**config.mk**
```make
export PLATFORM = sky130hd
export DESIGN_NAME = bcd_display
export DESIGN_NICKNAME = d
export VERILOG_FILES = /design/src/logic/bcd_pkg.sv /design/src/logic/bcd_display.sv /design/src/logic/sevenseg_scan.sv /design/src/logic/bcd.sv
export VERILOG_INCLUDE_DIRS = /design/src /design/src/logic
export SDC_FILE = /design/constraint.sdc
export NUM_CORES = 1
export LEC_CHECK = 0
export BUFFER_PORTS_ARGS = -buffer_cell sky130_fd_sc_hd__buf_4
export CORE_UTILIZATION = 50
export CTS_BUF_LIST = sky130_fd_sc_hd__clkbuf_8 sky130_fd_sc_hd__clkbuf_16
export CTS_CLUSTER_DIAMETER = 30
export CTS_CLUSTER_SIZE = 20
export DETAILED_ROUTE_END_ITERATION = 12
export GPL_TIMING_DRIVEN = 1
export PLACE_DENSITY = 0.77
export SYNTH_ARGS = -nofsm -noshare
export SYNTH_HDL_FRONTEND = slang
export SYNTH_SLANG_ARGS = --single-unit
export TNS_END_PERCENT = 5
```
**constraint.sdc**
```tcl
create_clock -name in_clk -period 6.7 [get_ports in_clk]
set_clock_uncertainty 0.1 [all_clocks]
set_input_delay 0.335 -clock in_clk [delete_from_list [all_inputs] [get_ports in_clk]]
set_output_delay 0.335 -clock in_clk [all_outputs]
set_load 0.02 [all_outputs]
```
**src/logic/bcd_cfg.svh**
```systemverilog
/*
 * build-time sizes for the decimal readout: input width, digit count, scan period
 */

`ifndef BCD_CFG_SVH
`define BCD_CFG_SVH

// width of the unsigned binary input
`define BCD_IN_BITS 8

// decimal digits, enough for the largest input (255 needs 3)
`define BCD_NUM_DIGITS 3

// bits of a packed bcd word
`define BCD_WORD_BITS (`BCD_NUM_DIGITS * 4)

// clock cycles each digit stays lit
// short for simulation, raise for a real display
`define BCD_SCAN_DIV 4

`endif
```
**src/logic/bcd_pkg.sv**
```systemverilog
/*
 * shared types: bcd digit and word, segment lines, display bus, input number
 */

`default_nettype none

`include "bcd_cfg.svh"

package bcd_pkg;

	// one decimal digit, 0..9
	typedef logic [3:0] digit_t;

	// digit 0 is the ones place, low bits
	typedef digit_t [`BCD_NUM_DIGITS-1:0] bcd_word_t;

	// segments g down to a, 1 = lit
	typedef logic [6:0] seg_t;

	// unsigned binary input
	typedef logic [`BCD_IN_BITS-1:0] num_t;

	// multiplexed display bus
	typedef struct packed {
		// pattern of the selected digit
		seg_t seg;
		// one-hot digit select, active high
		logic [`BCD_NUM_DIGITS-1:0] anode;
	} disp_t;

endpackage

`default_nettype wire

```
**src/logic/bcd_display.sv**
```systemverilog
/*
 * decimal readout top: converter feeding the multiplexed segment driver
 */

`timescale 1ns/1ps
`default_nettype none

module bcd_display (
	input  wire logic              in_clk,
	input  wire logic              in_rst,
	// one-cycle strobe, taken only while finished
	input  wire logic              start,
	input  wire bcd_pkg::num_t     num,
	// last finished result, held during a conversion
	output bcd_pkg::bcd_word_t     bcd,
	output logic                   finished,
	output bcd_pkg::disp_t         disp
);

	// converter working register, valid while finished
	bcd_pkg::bcd_word_t conv_result;
	logic conv_finished;

	bcd bcd_inst (
		.in_clk   (in_clk),
		.in_rst   (in_rst),
		.start    (start),
		.num      (num),
		.result   (conv_result),
		.finished (conv_finished)
	);

	sevenseg_scan sevenseg_scan_inst (
		.in_clk   (in_clk),
		.in_rst   (in_rst),
		.result   (conv_result),
		.finished (conv_finished),
		.shown    (bcd),
		.disp     (disp)
	);

	assign finished = conv_finished;

endmodule

`default_nettype wire

```
**src/logic/sevenseg_scan.sv**
```systemverilog
/*
 * result latch, digit scan, leading-zero blanking and seven-segment decoder
 */

`timescale 1ns/1ps
`default_nettype none

`include "bcd_cfg.svh"

module sevenseg_scan (
	input  wire logic               in_clk,
	input  wire logic               in_rst,
	input  wire bcd_pkg::bcd_word_t result,
	input  wire logic               finished,
	output bcd_pkg::bcd_word_t      shown,
	output bcd_pkg::disp_t          disp
);

	localparam int DIV_W = (`BCD_SCAN_DIV > 1) ? $clog2(`BCD_SCAN_DIV) : 1;
	localparam int POS_W = (`BCD_NUM_DIGITS > 1) ? $clog2(`BCD_NUM_DIGITS) : 1;

	localparam logic [DIV_W-1:0] DIV_LAST = DIV_W'(`BCD_SCAN_DIV - 1);
	localparam logic [POS_W-1:0] POS_LAST = POS_W'(`BCD_NUM_DIGITS - 1);

	logic [DIV_W-1:0] div_cnt;
	logic [POS_W-1:0] pos;

	// digit i and all above it are zero
	logic [`BCD_NUM_DIGITS-1:0] lead_zero;
	logic [`BCD_NUM_DIGITS-1:0] blank;

	bcd_pkg::disp_t disp_next;

	// standard table, g..a, codes above 9 dark
	function automatic bcd_pkg::seg_t seg_decode(input bcd_pkg::digit_t d);
		case (d)
			4'd0:    seg_decode = 7'h3f;
			4'd1:    seg_decode = 7'h06;
			4'd2:    seg_decode = 7'h5b;
			4'd3:    seg_decode = 7'h4f;
			4'd4:    seg_decode = 7'h66;
			4'd5:    seg_decode = 7'h6d;
			4'd6:    seg_decode = 7'h7d;
			4'd7:    seg_decode = 7'h07;
			4'd8:    seg_decode = 7'h7f;
			4'd9:    seg_decode = 7'h6f;
			default: seg_decode = 7'h00;
		endcase
	endfunction

	// hold the last finished value through a conversion
	always_ff @(posedge in_clk or posedge in_rst) begin
		if (in_rst) begin
			shown <= '0;
		end else if (finished) begin
			shown <= result;
		end
	end

	// free-running divider and position counter
	always_ff @(posedge in_clk or posedge in_rst) begin
		if (in_rst) begin
			div_cnt <= '0;
			pos     <= '0;
		end else if (div_cnt == DIV_LAST) begin
			div_cnt <= '0;
			if (pos == POS_LAST) begin
				pos <= '0;
			end else begin
				pos <= pos + 1'b1;
			end
		end else begin
			div_cnt <= div_cnt + 1'b1;
		end
	end

	// leading zeros from the top, ones place always shown
	always_comb begin
		for (int i = `BCD_NUM_DIGITS - 1; i >= 0; i--) begin
			if (i == `BCD_NUM_DIGITS - 1) begin
				lead_zero[i] = (shown[i] == 4'd0);
			end else begin
				lead_zero[i] = (shown[i] == 4'd0) && lead_zero[i+1];
			end
			blank[i] = lead_zero[i] && (i != 0);
		end
	end

	always_comb begin
		disp_next.anode = '0;
		disp_next.anode[pos] = 1'b1;
		if (blank[pos]) begin
			disp_next.seg = '0;
		end else begin
			disp_next.seg = seg_decode(shown[pos]);
		end
	end

	// registered bus, comes up as a lit 0 on position 0
	always_ff @(posedge in_clk or posedge in_rst) begin
		if (in_rst) begin
			disp.seg   <= 7'h3f;
			disp.anode <= `BCD_NUM_DIGITS'(1);
		end else begin
			disp <= disp_next;
		end
	end

endmodule

`default_nettype wire

```
**src/logic/bcd.sv**
```systemverilog
/*
 * sequential double-dabble binary to bcd converter
 * one shift or one digit correction per clock, start strobe and finished level
 */

`timescale 1ns/1ps
`default_nettype none

`include "bcd_cfg.svh"

module bcd (
	input  wire logic              in_clk,
	input  wire logic              in_rst,
	input  wire logic              start,
	input  wire bcd_pkg::num_t     num,
	output bcd_pkg::bcd_word_t     result,
	output logic                   finished
);

	localparam int BIT_IDX_W = (`BCD_IN_BITS > 1) ? $clog2(`BCD_IN_BITS) : 1;
	localparam int DIG_IDX_W = (`BCD_NUM_DIGITS > 1) ? $clog2(`BCD_NUM_DIGITS) : 1;

	localparam logic [BIT_IDX_W-1:0] BIT_TOP = BIT_IDX_W'(`BCD_IN_BITS - 1);
	localparam logic [DIG_IDX_W-1:0] DIG_TOP = DIG_IDX_W'(`BCD_NUM_DIGITS - 1);

	typedef enum logic [2:0] {
		Idle,
		Load,
		Shift,
		Add,
		NextIndex
	} state_t;

	state_t state, state_next;

	bcd_pkg::bcd_word_t bcdnum, bcdnum_next;
	logic [BIT_IDX_W-1:0] bitidx, bitidx_next;
	logic [DIG_IDX_W-1:0] digidx, digidx_next;

	// copy of the number taken with start
	bcd_pkg::num_t num_q;

	// flat view for the one-bit shift
	logic [`BCD_WORD_BITS-1:0] bcd_flat;

	logic take_start;

	// start only counts while idle
	assign take_start = (state == Idle) && start;

	assign bcd_flat = bcdnum;

	assign result   = bcdnum;
	assign finished = (state == Idle);

	always_ff @(posedge in_clk or posedge in_rst) begin
		if (in_rst) begin
			state  <= Idle;
			bcdnum <= '0;
			bitidx <= BIT_TOP;
			digidx <= DIG_TOP;
		end else begin
			state  <= state_next;
			bcdnum <= bcdnum_next;
			bitidx <= bitidx_next;
			digidx <= digidx_next;
		end
	end

	// caller need not hold num past the start cycle
	always_ff @(posedge in_clk) begin
		if (take_start) begin
			num_q <= num;
		end
	end

	always_comb begin
		state_next  = state;
		bcdnum_next = bcdnum;
		bitidx_next = bitidx;
		digidx_next = digidx;

		case (state)
			Idle: begin
				if (take_start) begin
					state_next = Load;
				end
			end

			Load: begin
				bcdnum_next = '0;
				bitidx_next = BIT_TOP;
				digidx_next = DIG_TOP;
				state_next  = Shift;
			end

			Shift: begin
				// msb first into the ones digit
				bcdnum_next = {bcd_flat[`BCD_WORD_BITS-2:0], num_q[bitidx]};
				// last bit needs no correction pass
				if (bitidx != '0) begin
					state_next = Add;
				end else begin
					state_next = Idle;
				end
			end

			Add: begin
				if (bcdnum[digidx] >= 4'd5) begin
					bcdnum_next[digidx] = bcdnum[digidx] + 4'd3;
				end
				if (digidx != '0) begin
					digidx_next = digidx - 1'b1;
				end else begin
					digidx_next = DIG_TOP;
					state_next  = NextIndex;
				end
			end

			NextIndex: begin
				bitidx_next = bitidx - 1'b1;
				state_next  = Shift;
			end

			default: begin
				state_next = Idle;
			end
		endcase
	end

endmodule

`default_nettype wire

```
# Word-level counts from Yosys, hierarchy flattened
# Memories as Yosys holds them, arrays and structs flattened.
# Index checks and enable logic that the tools add are counted.
dict set report word_totals {
  reg_bits 54
  rom_bits 112
  output_inout_bits 23
  memories 1
}
dict set report op_classes {
  n_addsub 5
  order_cmp 6
  eq_ne 9
  muxes 25
  reduce_logical 15
}
# name words width read_ports rd_ports_with_merged_regs wr line
set mem_list {}
lappend mem_list {{(no name shown)} 16 7 1 0 0 sevenseg_scan.sv:36} ;# case (d)
# operator n
set op_table {}
lappend op_table {{one-hot mux 12 bit (3 select lines)} 1}
lappend op_table {{binary-select mux 4 bit (select 2 bit)} 2}
lappend op_table {{bitwise mux 12 bit} 1}
lappend op_table {{two-way mux 12 bit} 1}
lappend op_table {{two-way mux 4 bit} 3}
lappend op_table {{one-hot mux 3 bit (4 select lines)} 1}
lappend op_table {{demux 4 bit (select 2 bit)} 1}
lappend op_table {{zero test 4 bit} 2}
lappend op_table {{two-way mux 2 bit} 4}
lappend op_table {{two-way mux 7 bit} 1}
lappend op_table {{== test 3 x 2 -> 1 bit, second input constant} 2}
lappend op_table {{< comparator 2 x 3 -> 1 bit, second input constant} 2}
lappend op_table {{two-way mux 3 bit} 2}
lappend op_table {{one-hot mux 3 bit (2 select lines)} 1}
lappend op_table {{nonzero test 2 bit} 3}
lappend op_table {{nonzero test 3 bit} 2}
lappend op_table {{adder 2 x 1 -> 2 bit, second input constant} 2}
lappend op_table {{adder 4 x 2 -> 4 bit, second input constant} 1}
lappend op_table {{== test 2 bit, second input constant} 2}
lappend op_table {{>= comparator 2 x 1 -> 1 bit, second input constant} 2}
lappend op_table {{>= comparator 4 x 3 -> 1 bit, second input constant} 1}
lappend op_table {{logical AND 1 bit} 4}
lappend op_table {{< comparator 3 x 4 -> 1 bit, second input constant} 1}
lappend op_table {{inequality test 2 x 1 -> 1 bit, second input constant} 2}
lappend op_table {{13 further kinds} 16}

# Logic depth before layout (Yosys ltp)
# Gate-level depths: netlist of the first run.
dict set report logic_depth {
  depth_word 7
  mapped_depth 11
}

# Hierarchy
# Synthesis of the first run repeated with hierarchy kept, for this count alone.
dict set report unflattened {
  cells_unflattened 262
  hier_area_um2 2997.9
}
# mod n_inst cells_each area_per_inst_um2
set modules_own_cells {}
lappend modules_own_cells {bcd 1 174 1726.7}
lappend modules_own_cells {sevenseg_scan 1 88 1271.2}

# Least setup slack after synthesis of the first run
# Ideal clock, no wire load.
dict set report synth_timing {
  path_kind {flip-flop to flip-flop}
  startpoint {register bcd_inst.digidx[1]}
  endpoint {register bcd_inst.bcdnum, in the netlist bcd_inst.result[6]}
  setup_ns 0.126
  t_arrival_ns 2.346
  required_time_ns 6.474
  slack_ns 4.128
  stages_incl_launch_ff 11
  path_buffers 2
  synth_period_minus_slack_ns 2.572
  path_cell_list {dfstp_2 buf_6 mux2i_1 o2bb2ai_1 ha_1 and2b_1 nor3_2 o41ai_4 buf_6 nor3_2 a221o_1}
}
dict set report synth_via {
  elab_chain_cells 7
  word_cells_on_any_way 14
  classes_between {add/sub: 1; order compare: 3; eq/ne: 1; mux: 7; reduce/logical: 2}
}
# item line
set synth_rtl {}
lappend synth_rtl {{start, declared} bcd.sv:38} ;# logic [DIG_IDX_W-1:0] digidx, digidx_next;
lappend synth_rtl {{start signal, assigned} bcd.sv:66} ;# digidx <= digidx_next;
lappend synth_rtl {{branches (longest 7 deep; another with adder 4 x 2 -> 4 bit)} n/a}
lappend synth_rtl {{end signal, assigned} bcd.sv:64} ;# bcdnum <= bcdnum_next;
lappend synth_rtl {{end, declared} bcd.sv:36} ;# bcd_pkg::bcd_word_t bcdnum, bcdnum_next;
# Several ways; the timed one is not identified. The select of a mux whose other input is x is not followed.
# A chain may end at the register's enable or synchronous reset.

# Worst setup path after layout of the first run
# Ends and elaborated chain as after synthesis.

==> results of run 1 <==
==> placed cells by master (no fill, tap or decap), drive strengths merged, types with 4 or more instances in the layout <==
| master | Yosys | layout |
|---|---|---|
| o2bb2ai | 8 | 8 |
| mux2 | 15 | 15 |
| ha | 12 | 12 |
| or2 | 5 | 5 |
| o21ai | 8 | 8 |
| nor3 | 5 | 5 |
| mux2i | 10 | 10 |
| edfxtp | 8 | 8 |
| dfstp | 11 | 11 |
| dfrtp | 35 | 35 |
| clkbuf | 5 | 7 |
| a22oi | 6 | 6 |
| nor2b | 6 | 6 |
| buf | 6 | 33 |
| inv | 11 | 11 |
| nand4 | 4 | 4 |
| nor2 | 27 | 27 |
| a21oi | 15 | 15 |
| nand2 | 13 | 13 |
==> metrics by stage <==
step | setup slack, ps | instances | util [%] | area [µm²] | hold WS (ps)
finish | 3720 | 352 | 60.6 | 3180 | 99.8
global route | 3450 | 352 | 60.6 | 3180 | 79.4
CTS | 3740 | 352 | 60.6 | 3180 | 91.4
detailed placement | 3740 | 344 | 58.6 | 3070 | 326
global placement | 3820 | 344 | 58.6 | 3070 | 316
floorplan | 4130 | 252 | - | 2790 | 303
==> kinds of logic after synthesis <==
family	synth area share, %
flops	50.3
compound gates	15.5
fa+ha+maj	5.38
xor+xnor	0.314
buf+inv	3.81
simple gates	14.1
mux	10.6
==> flip-flops by register name, summed over array words and instances (netlist names) <==
name,count
bcd_inst.digidx,2
sevenseg_scan_inst.shown,12
bcd_inst.state,3
bcd_inst.num_q,8
bcd_inst.result,12
sevenseg_scan_inst.div_cnt,2
bcd_inst.bitidx,3
sevenseg_scan_inst.pos,2
sevenseg_scan_inst.disp,10
==> layout make-up <==
type	count	area [µm²]	share of cell area, %
Clock buffer	7	96.3	3.03
Clock inverter	1	8.76	0.276
Inverter	12	45.0	1.42
Multi-Input combinational cell	175	1280	40.5
Sequential cell	54	1410	44.2
Tap cell	70	87.6	2.76
Timing Repair Buffer	33	248	7.80
==> critical path, cell delays in order, from the launching register on <==
cell	delay, ps
dfstp_2	660
mux2i_1	220
nor2_1	70
nor2_1	150
ha_1	190
and2b_1	200
nor3_2	80
o41ai_4	730
nor3_2	110
a221o_1	360
==> power by group through the flow <==
stage          registers (µW)  logic, µW  clock network, µW
6_report                  583        745                196
3_5_place_dp              588        735                  0
2_1_floorplan             584        531                  0
5_1_grt                   600        818                216
4_1_cts                   581        738                203
3_3_place_gp              587        721                  0
==> worst paths after layout <==
kind / endpoint / startpoint / cells after the start
min in group asynchronous: sevenseg_scan_inst.shown[6]$_DFFE_PP0P_ / in_rst / 2
max in group asynchronous: bcd_inst.result[0]$_DFFE_PP0P_ / in_rst / 2
max reg2reg: bcd_inst.result[6]$_DFFE_PP0P_ / bcd_inst.digidx[1]$_DFFE_PP1P_ / 9
min reg2reg: sevenseg_scan_inst.div_cnt[0]$_DFF_PP0_ / sevenseg_scan_inst.div_cnt[0]$_DFF_PP0_ / 1
max: bcd_inst.result[6]$_DFFE_PP0P_ / bcd_inst.digidx[1]$_DFFE_PP1P_ / 9
min: bcd_inst.num_q[6]$_DFFE_PP_ / num[6] / 1
==> layer usage <==
layer | vias up | wire length, µm | GRT usage [%]
li1 | 975 | - | -
met3 | 15 | 476 | 5.60
met5 | - | 0 | 0
met1 | 981 | 2430 | 27.6
met2 | 102 | 2740 | 35.1
met4 | 0 | 120 | 8.65
==> cell usage after synthesis (all sizes together) (3+ instances only) <==
library cell  instances  share of area, %
dfrtp                35                31
nor2                 27               3.6
a21oi                15               2.7
mux2                 15               6.1
nand2                13               1.7
ha                   12               5.4
dfstp                11                10
inv                  11               1.5
mux2i                10               3.7
edfxtp                8               8.6
o21ai                 8               1.4
o2bb2ai               8               2.5
a22oi                 6               1.6
buf                   6               1.5
nor2b                 6               1.3
clkbuf                5              0.67
nor3                  5               1.3
or2                   5               1.1
nand4                 4              0.90
a221o                 3               1.1
a22o                  3              0.94
a31oi                 3              0.67
or3                   3              0.67
==> impl_metrics.csv, run 1 <==
group,metric,value,unit
clock_network,path_clk_slew,90,ps
synth,synth.net_count,275,
synth,avgSynthCellArea,11.1,µm²
worst_setup_path,worstSetupPathType,"register to register",
run,cap_viol_max_count,0,
power,finalPower,1520,µW
drt,antenna_left,0,
drt,dr.pass1.iters,4,
clock_network,cts_buffers,5,
die,die-area,5890,µm²
drt,routed_wl,5770,µm
clock_network,cts_setup_buffers,0,
synth,synthCells,252,
outcome,outcome,"complete, no violations",
worst_setup_path,critPathCaptureType,"register",
power,combPwrFrac,48.9,%
timing,min_period,2980,ps
timing,fmax,0.336,GHz
worst_setup_path,crit_arrival,3080,ps
synth,synthArstFlopShare,85.2,%
global_route,gr-total-overflow,0,
drt,viasPerCell,5.89,
power,switchingPower,657,µW
synth,synth_edf_count,8,
power,p_leak,0.00140,µW
clock_network,cts.sinks,54,
timing,rsz0062_at_grt,"false",
die,fp.dieH,76.7,µm
clock_network,cts.htree.levels,2,
clock_network,cts_tree,"yes",
placed_design,io_buffers,33,
timing,fin_crit_sh,44.5,%
die,initial_utilization,53.3,%
timing,setup_tns,0,ps
global_route,grt_max_degree,47,
placed_design,dp_hpwl,4280,µm
worst_setup_path,worstSetupStartpointType,"register",
drt,wire_per_inst,16.4,µm
clock_network,cts_resized,0,
power,pwr-share-clk,12.9,%
cells_and_area,layout.nets,304,
timing,drv_slew,0,
synth,ys_seq_area_share,50.3,%
timing,worst_pin_slew,1080,ps
synth,syn-cell-area,2790,µm²
die,num_rows,26,
global_route,track_usage,21.7,%
drt,drc,0,
worst_hold_path,min-delay-path-class,"input pin to register",
clock_network,cts_root_buf,"clkbuf_8",
clock_network,ctsHoldBuffers,0,
die,core_area,5240,µm²
synth,ys_warn_count,0,
power,power.density,480,nW/µm²
die,fp.dieW,76.7,µm
power,power.internal,868,µW
worst_setup_path,crit_fanout,13,
cells_and_area,layout-area-overhead-vs-synth,13.8,%
cells_and_area,drive_above_1_share,27.7,%
die,pin_count,34,
timing,slew_headroom,27.6,%
global_route,grt_pass1_vias,2018,
synth,ys_types,52,
clock_network,clockBufferDepth,2,
power,netSwitchingFraction,43.1,%
clock_network,clock_latency,310,ps
power,irDropWorstVdd,0.288,mV
global_route,grt_pass1_wl,9780,µm
timing,hold_viol,0,
synth,synth_flop_cell,"dfrtp_1",
placed_design,gp_congestion,1.03,
global_route,grt_antenna_before_repair,0,
timing,setup_viol,0,
worst_setup_path,r2r_slack,3720,ps
drt,vias,2073,
power,seq_power_share,38.3,%
cells_and_area,fillers,417,
drt,dr.first_iter.drc_count,124,
cells_and_area,diodes,0,
worst_setup_path,crit_required,6800,ps
synth,synth.ff_latch_count,54,
No activity file was read; power rests on OpenSTA's default activity.
==> run 2: changes to the inputs <==
--- a/config.mk
+++ b/config.mk
@@ -6,6 +6,7 @@
 export SDC_FILE = /design/constraint.sdc
 export NUM_CORES = 1
 export LEC_CHECK = 0
+export ABC_AREA = 1
 export BUFFER_PORTS_ARGS = -buffer_cell sky130_fd_sc_hd__buf_4
 export CORE_UTILIZATION = 50
 export CTS_BUF_LIST = sky130_fd_sc_hd__clkbuf_8 sky130_fd_sc_hd__clkbuf_16
@@ -13,7 +14,7 @@
 export CTS_CLUSTER_SIZE = 20
 export DETAILED_ROUTE_END_ITERATION = 12
 export GPL_TIMING_DRIVEN = 1
-export PLACE_DENSITY = 0.77
+export PLACE_DENSITY = 0.8
 export SYNTH_ARGS = -nofsm -noshare
 export SYNTH_HDL_FRONTEND = slang
 export SYNTH_SLANG_ARGS = --single-unit
==> constraint.sdc (replaced) <==
create_clock -name in_clk -period 2.7 [get_ports in_clk]
set_clock_uncertainty 0.1 [all_clocks]
set_input_delay 0.135 -clock in_clk [delete_from_list [all_inputs] [get_ports in_clk]]
set_output_delay 0.135 -clock in_clk [all_outputs]
set_load 0.02 [all_outputs]
==> impl_metrics.csv, run 2 <==
group,metric,value,unit
outcome,outcome,"complete, no violations",
synth,synth_edf_count,8,
timing,rsz0062_at_grt,"false",
cells_and_area,layout_common_cells,"71 x nand2_1, 44 x inv_1, 41 x nor2_1, 36 x buf_4, 35 x dfrtp_1",
cells_and_area,final_cells,444,
timing,fin_crit_sh,80.6,%
timing,setup_tns,0,ps
cells_and_area,drive_above_1_share,21.1,%
global_route,grt_pass1_wl,10400,µm
timing,slew_headroom,53.6,%
global_route,gr-total-overflow,0,
worst_setup_path,crit_arrival,2260,ps
synth,synth_top_area_share,31.7,%
timing,min_period,2180,ps
cells_and_area,post-route-util,62.8,%
worst_setup_path,crit_required,2790,ps
placed_design,dp_hpwl,4670,µm
placed_design,gp_congestion,1.00,
clock_network,clockBufferDepth,2,
die,num_rows,26,
cells_and_area,fillers,446,
die,fp.dieH,76.3,µm
drt,drc,0,
drt,vias,2328,
synth,synthCells,324,
worst_setup_path,worstSetupStartpointType,"register",
clock_network,cts_resized,0,
worst_setup_path,crit_fanout,14,
timing,setup_viol,0,
clock_network,clock_latency,300,ps
clock_network,cts_tree,"yes",
synth,ys_warn_count,0,
synth,yosysTopAreaCell,"dfrtp_1",
cells_and_area,seq_area,1410,µm²
synth,synthArstFlopShare,85.2,%
worst_hold_path,min-delay-path-class,"input pin to register",
synth,synth.ff_latch_count,54,
timing,hold_viol,0,
power,p_leak,0.00161,µW
global_route,grt_pass1_vias,2203,
synth,synth_flop_cell,"dfrtp_1",
synth,synth.net_count,347,
synth,synth.most_common_cell,"nand2_1",
clock_network,cts.sinks,54,
drt,wire_per_inst,13.9,µm
power,irDropWorstVdd,0.650,mV
run,cap_viol_max_count,0,
cells_and_area,layout-area-overhead-vs-synth,18.5,%
cells_and_area,diodes,0,
drt,viasPerCell,5.24,
clock_network,path_clk_slew,90,ps
worst_setup_path,critPathCaptureType,"register",
cells_and_area,layout_commonest_cell,"nand2_1",
clock_network,cts.htree.levels,2,
global_route,grt_max_degree,27,
drt,routed_wl,6180,µm
worst_setup_path,worstSetupPathType,"register to register",
synth,ys_types,32,
die,die-area,5820,µm²
clock_network,cts_setup_buffers,0,
placed_design,io_buffers,33,
clock_network,cts_root_buf,"clkbuf_8",
clock_network,cts_buffers,5,
placed_design,numPlacedInstances,427,
global_route,grt_antenna_before_repair,0,
die,initial_utilization,53.0,%
timing,worst_pin_slew,694,ps
die,core_area,5200,µm²
synth,syn-cell-area,2760,µm²
synth,avgSynthCellArea,8.52,µm²
drt,antenna_left,0,
global_route,track_usage,22.6,%
synth,netlist_top_cells_count,"71 x nand2_1, 45 x inv_1, 41 x nor2_1",
die,pin_count,34,
synth,synth_area_leaders,"dfrtp_1 32%, dfstp_2 10%, nand2_1 9.7%",
synth,ys_seq_area_share,50.9,%
timing,fmax,0.460,GHz
drt,dr.pass1.iters,4,
drt,dr.first_iter.drc_count,155,
power,power.density,1140,nW/µm²
cells_and_area,multi_input_area,1140,µm²
die,fp.dieW,76.3,µm
cells_and_area,layout.nets,396,
timing,drv_slew,0,
run 2: changes by cell type after synthesis, moves of 5 or more:
cell	change
inv_1	+34
nor2b_1	-6
mux2i_1	-9
nand3_1	+8
o21ai_1	+5
mux2_2	-15
o21ai_0	+23
nand2_1	+58
nor2_1	+14
o2bb2ai_1	-8
run 2: cell families (layout without fill, tap and decap cells):
group                      Yosys count  after routing  synth area share, %
AOI/OAI and AO/OA                   65             65                 14.0
adders and majority gates           12             12                 5.44
buffers and inverters               53            103                 7.80
DFF                                 54             54                 50.9
and+or+nand+nor                    140            140                 21.8
run 2: critical path: stages, from the launching register on:
cell	delay, ps
dfrtp_1	480
inv_2	130
nand2_1	90
nand2_1	70
a21oi_2	220
inv_1	110
ha_1	220
o21ai_2	140
nand2_2	80
nand2_4	120
inv_4	90
o21ai_0	110
o21ai_2	90
run 2: repair_timing:
item / in CTS / in global routing
hold endpoints to repair: 20 / 0
setup endpoints to repair: 0 / 0
hold buffers: 9 / 0
run 2: report_power, final:
part | switching (µW) | internal, µW
Clock | 256 | 178
Sequential | 215 | 1140
Combinational | 1300 | 649
Total | 1770 | 1970
run 2: cell type report:
cell class | count | share of cell area (%)
flip-flops and latches | 54 | 43.0
multi-input cells | 217 | 34.9
repair buffers | 45 | 11.0
inverters | 50 | 5.89
well taps | 70 | 2.68
clock buffers | 5 | 2.10
clock inverters | 3 | 0.497
run 2: through the flow:
step	instance area, µm²	total power [µW]	setup slack (ps)	hold slack, ps
2_1_floorplan	2760	2730	768	134
3_3_place_gp	3100	3220	725	71.3
3_5_place_dp	3100	3280	604	70.6
4_1_cts	3270	3730	575	9.88
5_1_grt	3270	4020	438	23.7
6_report	3270	3740	524	16.8
run 2: final timing paths:
kind / endpoint / from / slack (ps) / cells past startpoint
setup reg to reg: bcd_inst.result[9]$_DFFE_PP0P_ / bcd_inst.digidx[0]$_DFFE_PP0P_ / 520 / 12
min in group asynchronous: sevenseg_scan_inst.shown[0]$_DFFE_PP0P_ / in_rst / 280 / 3
max in group asynchronous: sevenseg_scan_inst.div_cnt[1]$_DFF_PP0_ / in_rst / 1610 / 4
hold / removal: bcd_inst.state[0]$_DFFE_PP0P_ / start / 20 / 3
hold reg to reg: sevenseg_scan_inst.div_cnt[0]$_DFF_PP0_ / sevenseg_scan_inst.div_cnt[0]$_DFF_PP0_ / 330 / 1
setup / recovery: bcd_inst.result[9]$_DFFE_PP0P_ / bcd_inst.digidx[0]$_DFFE_PP0P_ / 520 / 12
run 2: metal layers:
metal	wire, µm	global-route usage (%)	share of wire, %
met1	2770	30.3	45
met2	2950	37.0	48
met3	338	4.07	5.5
met4	129	7.31	2.1
met5	0	0	0
==> run 3: changes to the inputs <==
--- a/config.mk
+++ b/config.mk
@@ -6,7 +6,7 @@
 export SDC_FILE = /design/constraint.sdc
 export NUM_CORES = 1
 export LEC_CHECK = 0
-export ABC_AREA = 1
+export ABC_AREA = 0
 export BUFFER_PORTS_ARGS = -buffer_cell sky130_fd_sc_hd__buf_4
 export CORE_UTILIZATION = 50
 export CTS_BUF_LIST = sky130_fd_sc_hd__clkbuf_8 sky130_fd_sc_hd__clkbuf_16
==> constraint.sdc (replaced) <==
create_clock -name in_clk -period 1.85 [get_ports in_clk]
set_clock_uncertainty 0.1 [all_clocks]
set_input_delay 0.0925 -clock in_clk [delete_from_list [all_inputs] [get_ports in_clk]]
set_output_delay 0.0925 -clock in_clk [all_outputs]
set_load 0.02 [all_outputs]
==> impl_metrics.csv, run 3 (synthesis gave the netlist of run 1 again) <==
group,metric,value,unit
outcome,outcome,"finished, violations left",
outcome,violations,"negative setup slack",
worst_setup_path,path_depth,9,
worst_setup_path,crit_slowest_cell,"dfstp_2",
die,fp.dieH,76.7,µm
placed_design,dp_hpwl,4940,µm
timing,worst_pin_slew,759,ps
clock_network,cts_buffers,5,
global_route,grt_max_degree,29,
placed_design,io_buffers,33,
clock_network,cts.sinks,54,
worst_setup_path,worstSetupStartpointType,"register",
worst_setup_path,worstSetupPathType,"register to register",
placed_design,place_area,3480,µm²
cells_and_area,layout_common_cells,"85 x buf_4, 34 x dfrtp_1, 26 x nor2_1, 15 x mux2_2",
cells_and_area,layout-area-overhead-vs-synth,33.4,%
cells_and_area,diodes,0,
global_route,grt_pass1_vias,2380,
drt,viasPerCell,5.59,
drt,drc,0,
drt,dr.pass1.iters,4,
timing,timing.final.ws_setup,-859,ps
timing,slew_headroom,49.1,%
worst_setup_path,crit_path_max_incr_delay,600,ps
timing,hold_viol,0,
power,irDropWorstVdd,1.22,mV
worst_hold_path,min-delay-path-class,"input pin to register",
die,die-area,5890,µm²
worst_setup_path,r2r_cells,9,
cells_and_area,layout_commonest_cell,"buf_4",
die,pin_count,34,
clock_network,cts_root_buf,"clkbuf_8",
power,p_leak,0.00172,µW
worst_setup_path,path_cells,"mux2i_2 -> o2bb2ai_2 -> inv_1 -> ha_1 -> and2b_2 -> nor3_4 -> o41ai_2 -> or2_2 -> a221o_1",
clock_network,clockBufferDepth,2,
worst_setup_path,crit_arrival,2810,ps
timing,fmax,0.369,GHz
die,fp.dieW,76.7,µm
worst_setup_path,critPathCaptureType,"register",
drt,routed_wl,6900,µm
cells_and_area,fin_area,3720,µm²
placed_design,post-place-ws,-953,ps
worst_setup_path,path_buf_inv,1,
timing,setup_viol,12,
worst_hold_path,hold_path_depth,4,
timing,rsz0062_at_grt,"true",
timing,timing.hold.ws,140,ps
worst_setup_path,crit_family,"simple AND/OR/NAND/NOR gates",
global_route,grt_antenna_before_repair,0,
worst_setup_path,crit_required,1950,ps
cells_and_area,drive_above_1_share,40.5,%
power,power.density,1720,nW/µm²
die,initial_utilization,53.3,%
clock_network,path_clk_slew,90,ps
global_route,grt_pass1_wl,11600,µm
drt,dr.first_iter.drc_count,142,
global_route,track_usage,25.5,%
drt,wire_per_inst,16.6,µm
timing,setup_tns,-9230,ps
timing,min_period,2710,ps
clock_network,clock_latency,310,ps
run,cap_viol_max_count,0,
cells_and_area,post-route-util,71.1,%
timing,drv_slew,0,
drt,vias,2324,
global_route,gr-total-overflow,0,
drt,antenna_left,0,
die,num_rows,26,
timing,fin_crit_sh,146,%
clock_network,cts_tree,"yes",
placed_design,gp_congestion,0.959,
clock_network,cts.htree.levels,2,
cells_and_area,layout.nets,368,
die,core_area,5240,µm²
worst_setup_path,crit_fanout,5,
-- run 3: cell count changes in the layout (fill, tap and decap cells not counted), sizes merged, moves of 6 or more --
| cell | change |
|---|---|
| inv | -38 |
| buf | +51 |
| mux2i | +10 |
| o21ai | -32 |
| o2bb2ai | +8 |
| nor2 | -18 |
| nand3 | -9 |
| nand2 | -63 |
| nor2b | +6 |
| mux2 | +15 |
-- run 3: repair_timing --
item	4_1_cts	5_1_grt
setup endpoints to repair	13	19
cloned	1	0
hold endpoints to repair	24	0
setup buffers	1	0
pin swaps	1	0
hold buffers	9	0
gates resized for setup	7	5
-- run 3: final timing paths --
check                                                              from                                       to  slack (ps)
max in group asynchronous                                        in_rst           bcd_inst.bitidx[0]$_DFFE_PP1P_         760
min in group asynchronous                                        in_rst  sevenseg_scan_inst.div_cnt[1]$_DFF_PP0_         280
worst max-delay path                     bcd_inst.digidx[1]$_DFFE_PP1P_           bcd_inst.result[2]$_DFFE_PP0P_        -860
worst max register to register           bcd_inst.digidx[1]$_DFFE_PP1P_           bcd_inst.result[2]$_DFFE_PP0P_        -860
worst min register to register  sevenseg_scan_inst.div_cnt[0]$_DFF_PP0_  sevenseg_scan_inst.div_cnt[0]$_DFF_PP0_         330
worst min-delay path                                              start            bcd_inst.state[0]$_DFFE_PP0P_         140
-- run 3: worst min-delay path: stages --
cell     delay (ps)
buf_4           110
mux2i_1         120
o22a_1          150
nor2_1           40
-- run 3: layout make-up --
| cell class | instances | area (µm²) |
|---|---|---|
| Fill cell | 378 | 1510 |
| Timing Repair Buffer | 96 | 759 |
| Multi-Input combinational cell | 176 | 1340 |
| Clock buffer | 5 | 68.8 |
| Tap cell | 70 | 87.6 |
| Inverter | 12 | 45.0 |
| Sequential cell | 54 | 1410 |
| Clock inverter | 3 | 17.5 |
-- run 3: power by group --
part           internal, µW  switching (µW)
Sequential             1650             303
Clock                   263             387
Combinational          1840            1980
Total                  3750            2680
-- run 3: stage by stage --
step,std cells,power [µW]
after floorplan,252,4040
after global placement,397,5450
after detailed placement,397,5530
after global routing,416,6840
final,416,6420
after CTS,416,6320
-- run 3: routing by layer --
layer	part of all wire, %	track usage [%]
met1	44	33.8
met2	50	42.8
met3	5.5	4.52
met4	1.1	7.31
met5	0	0
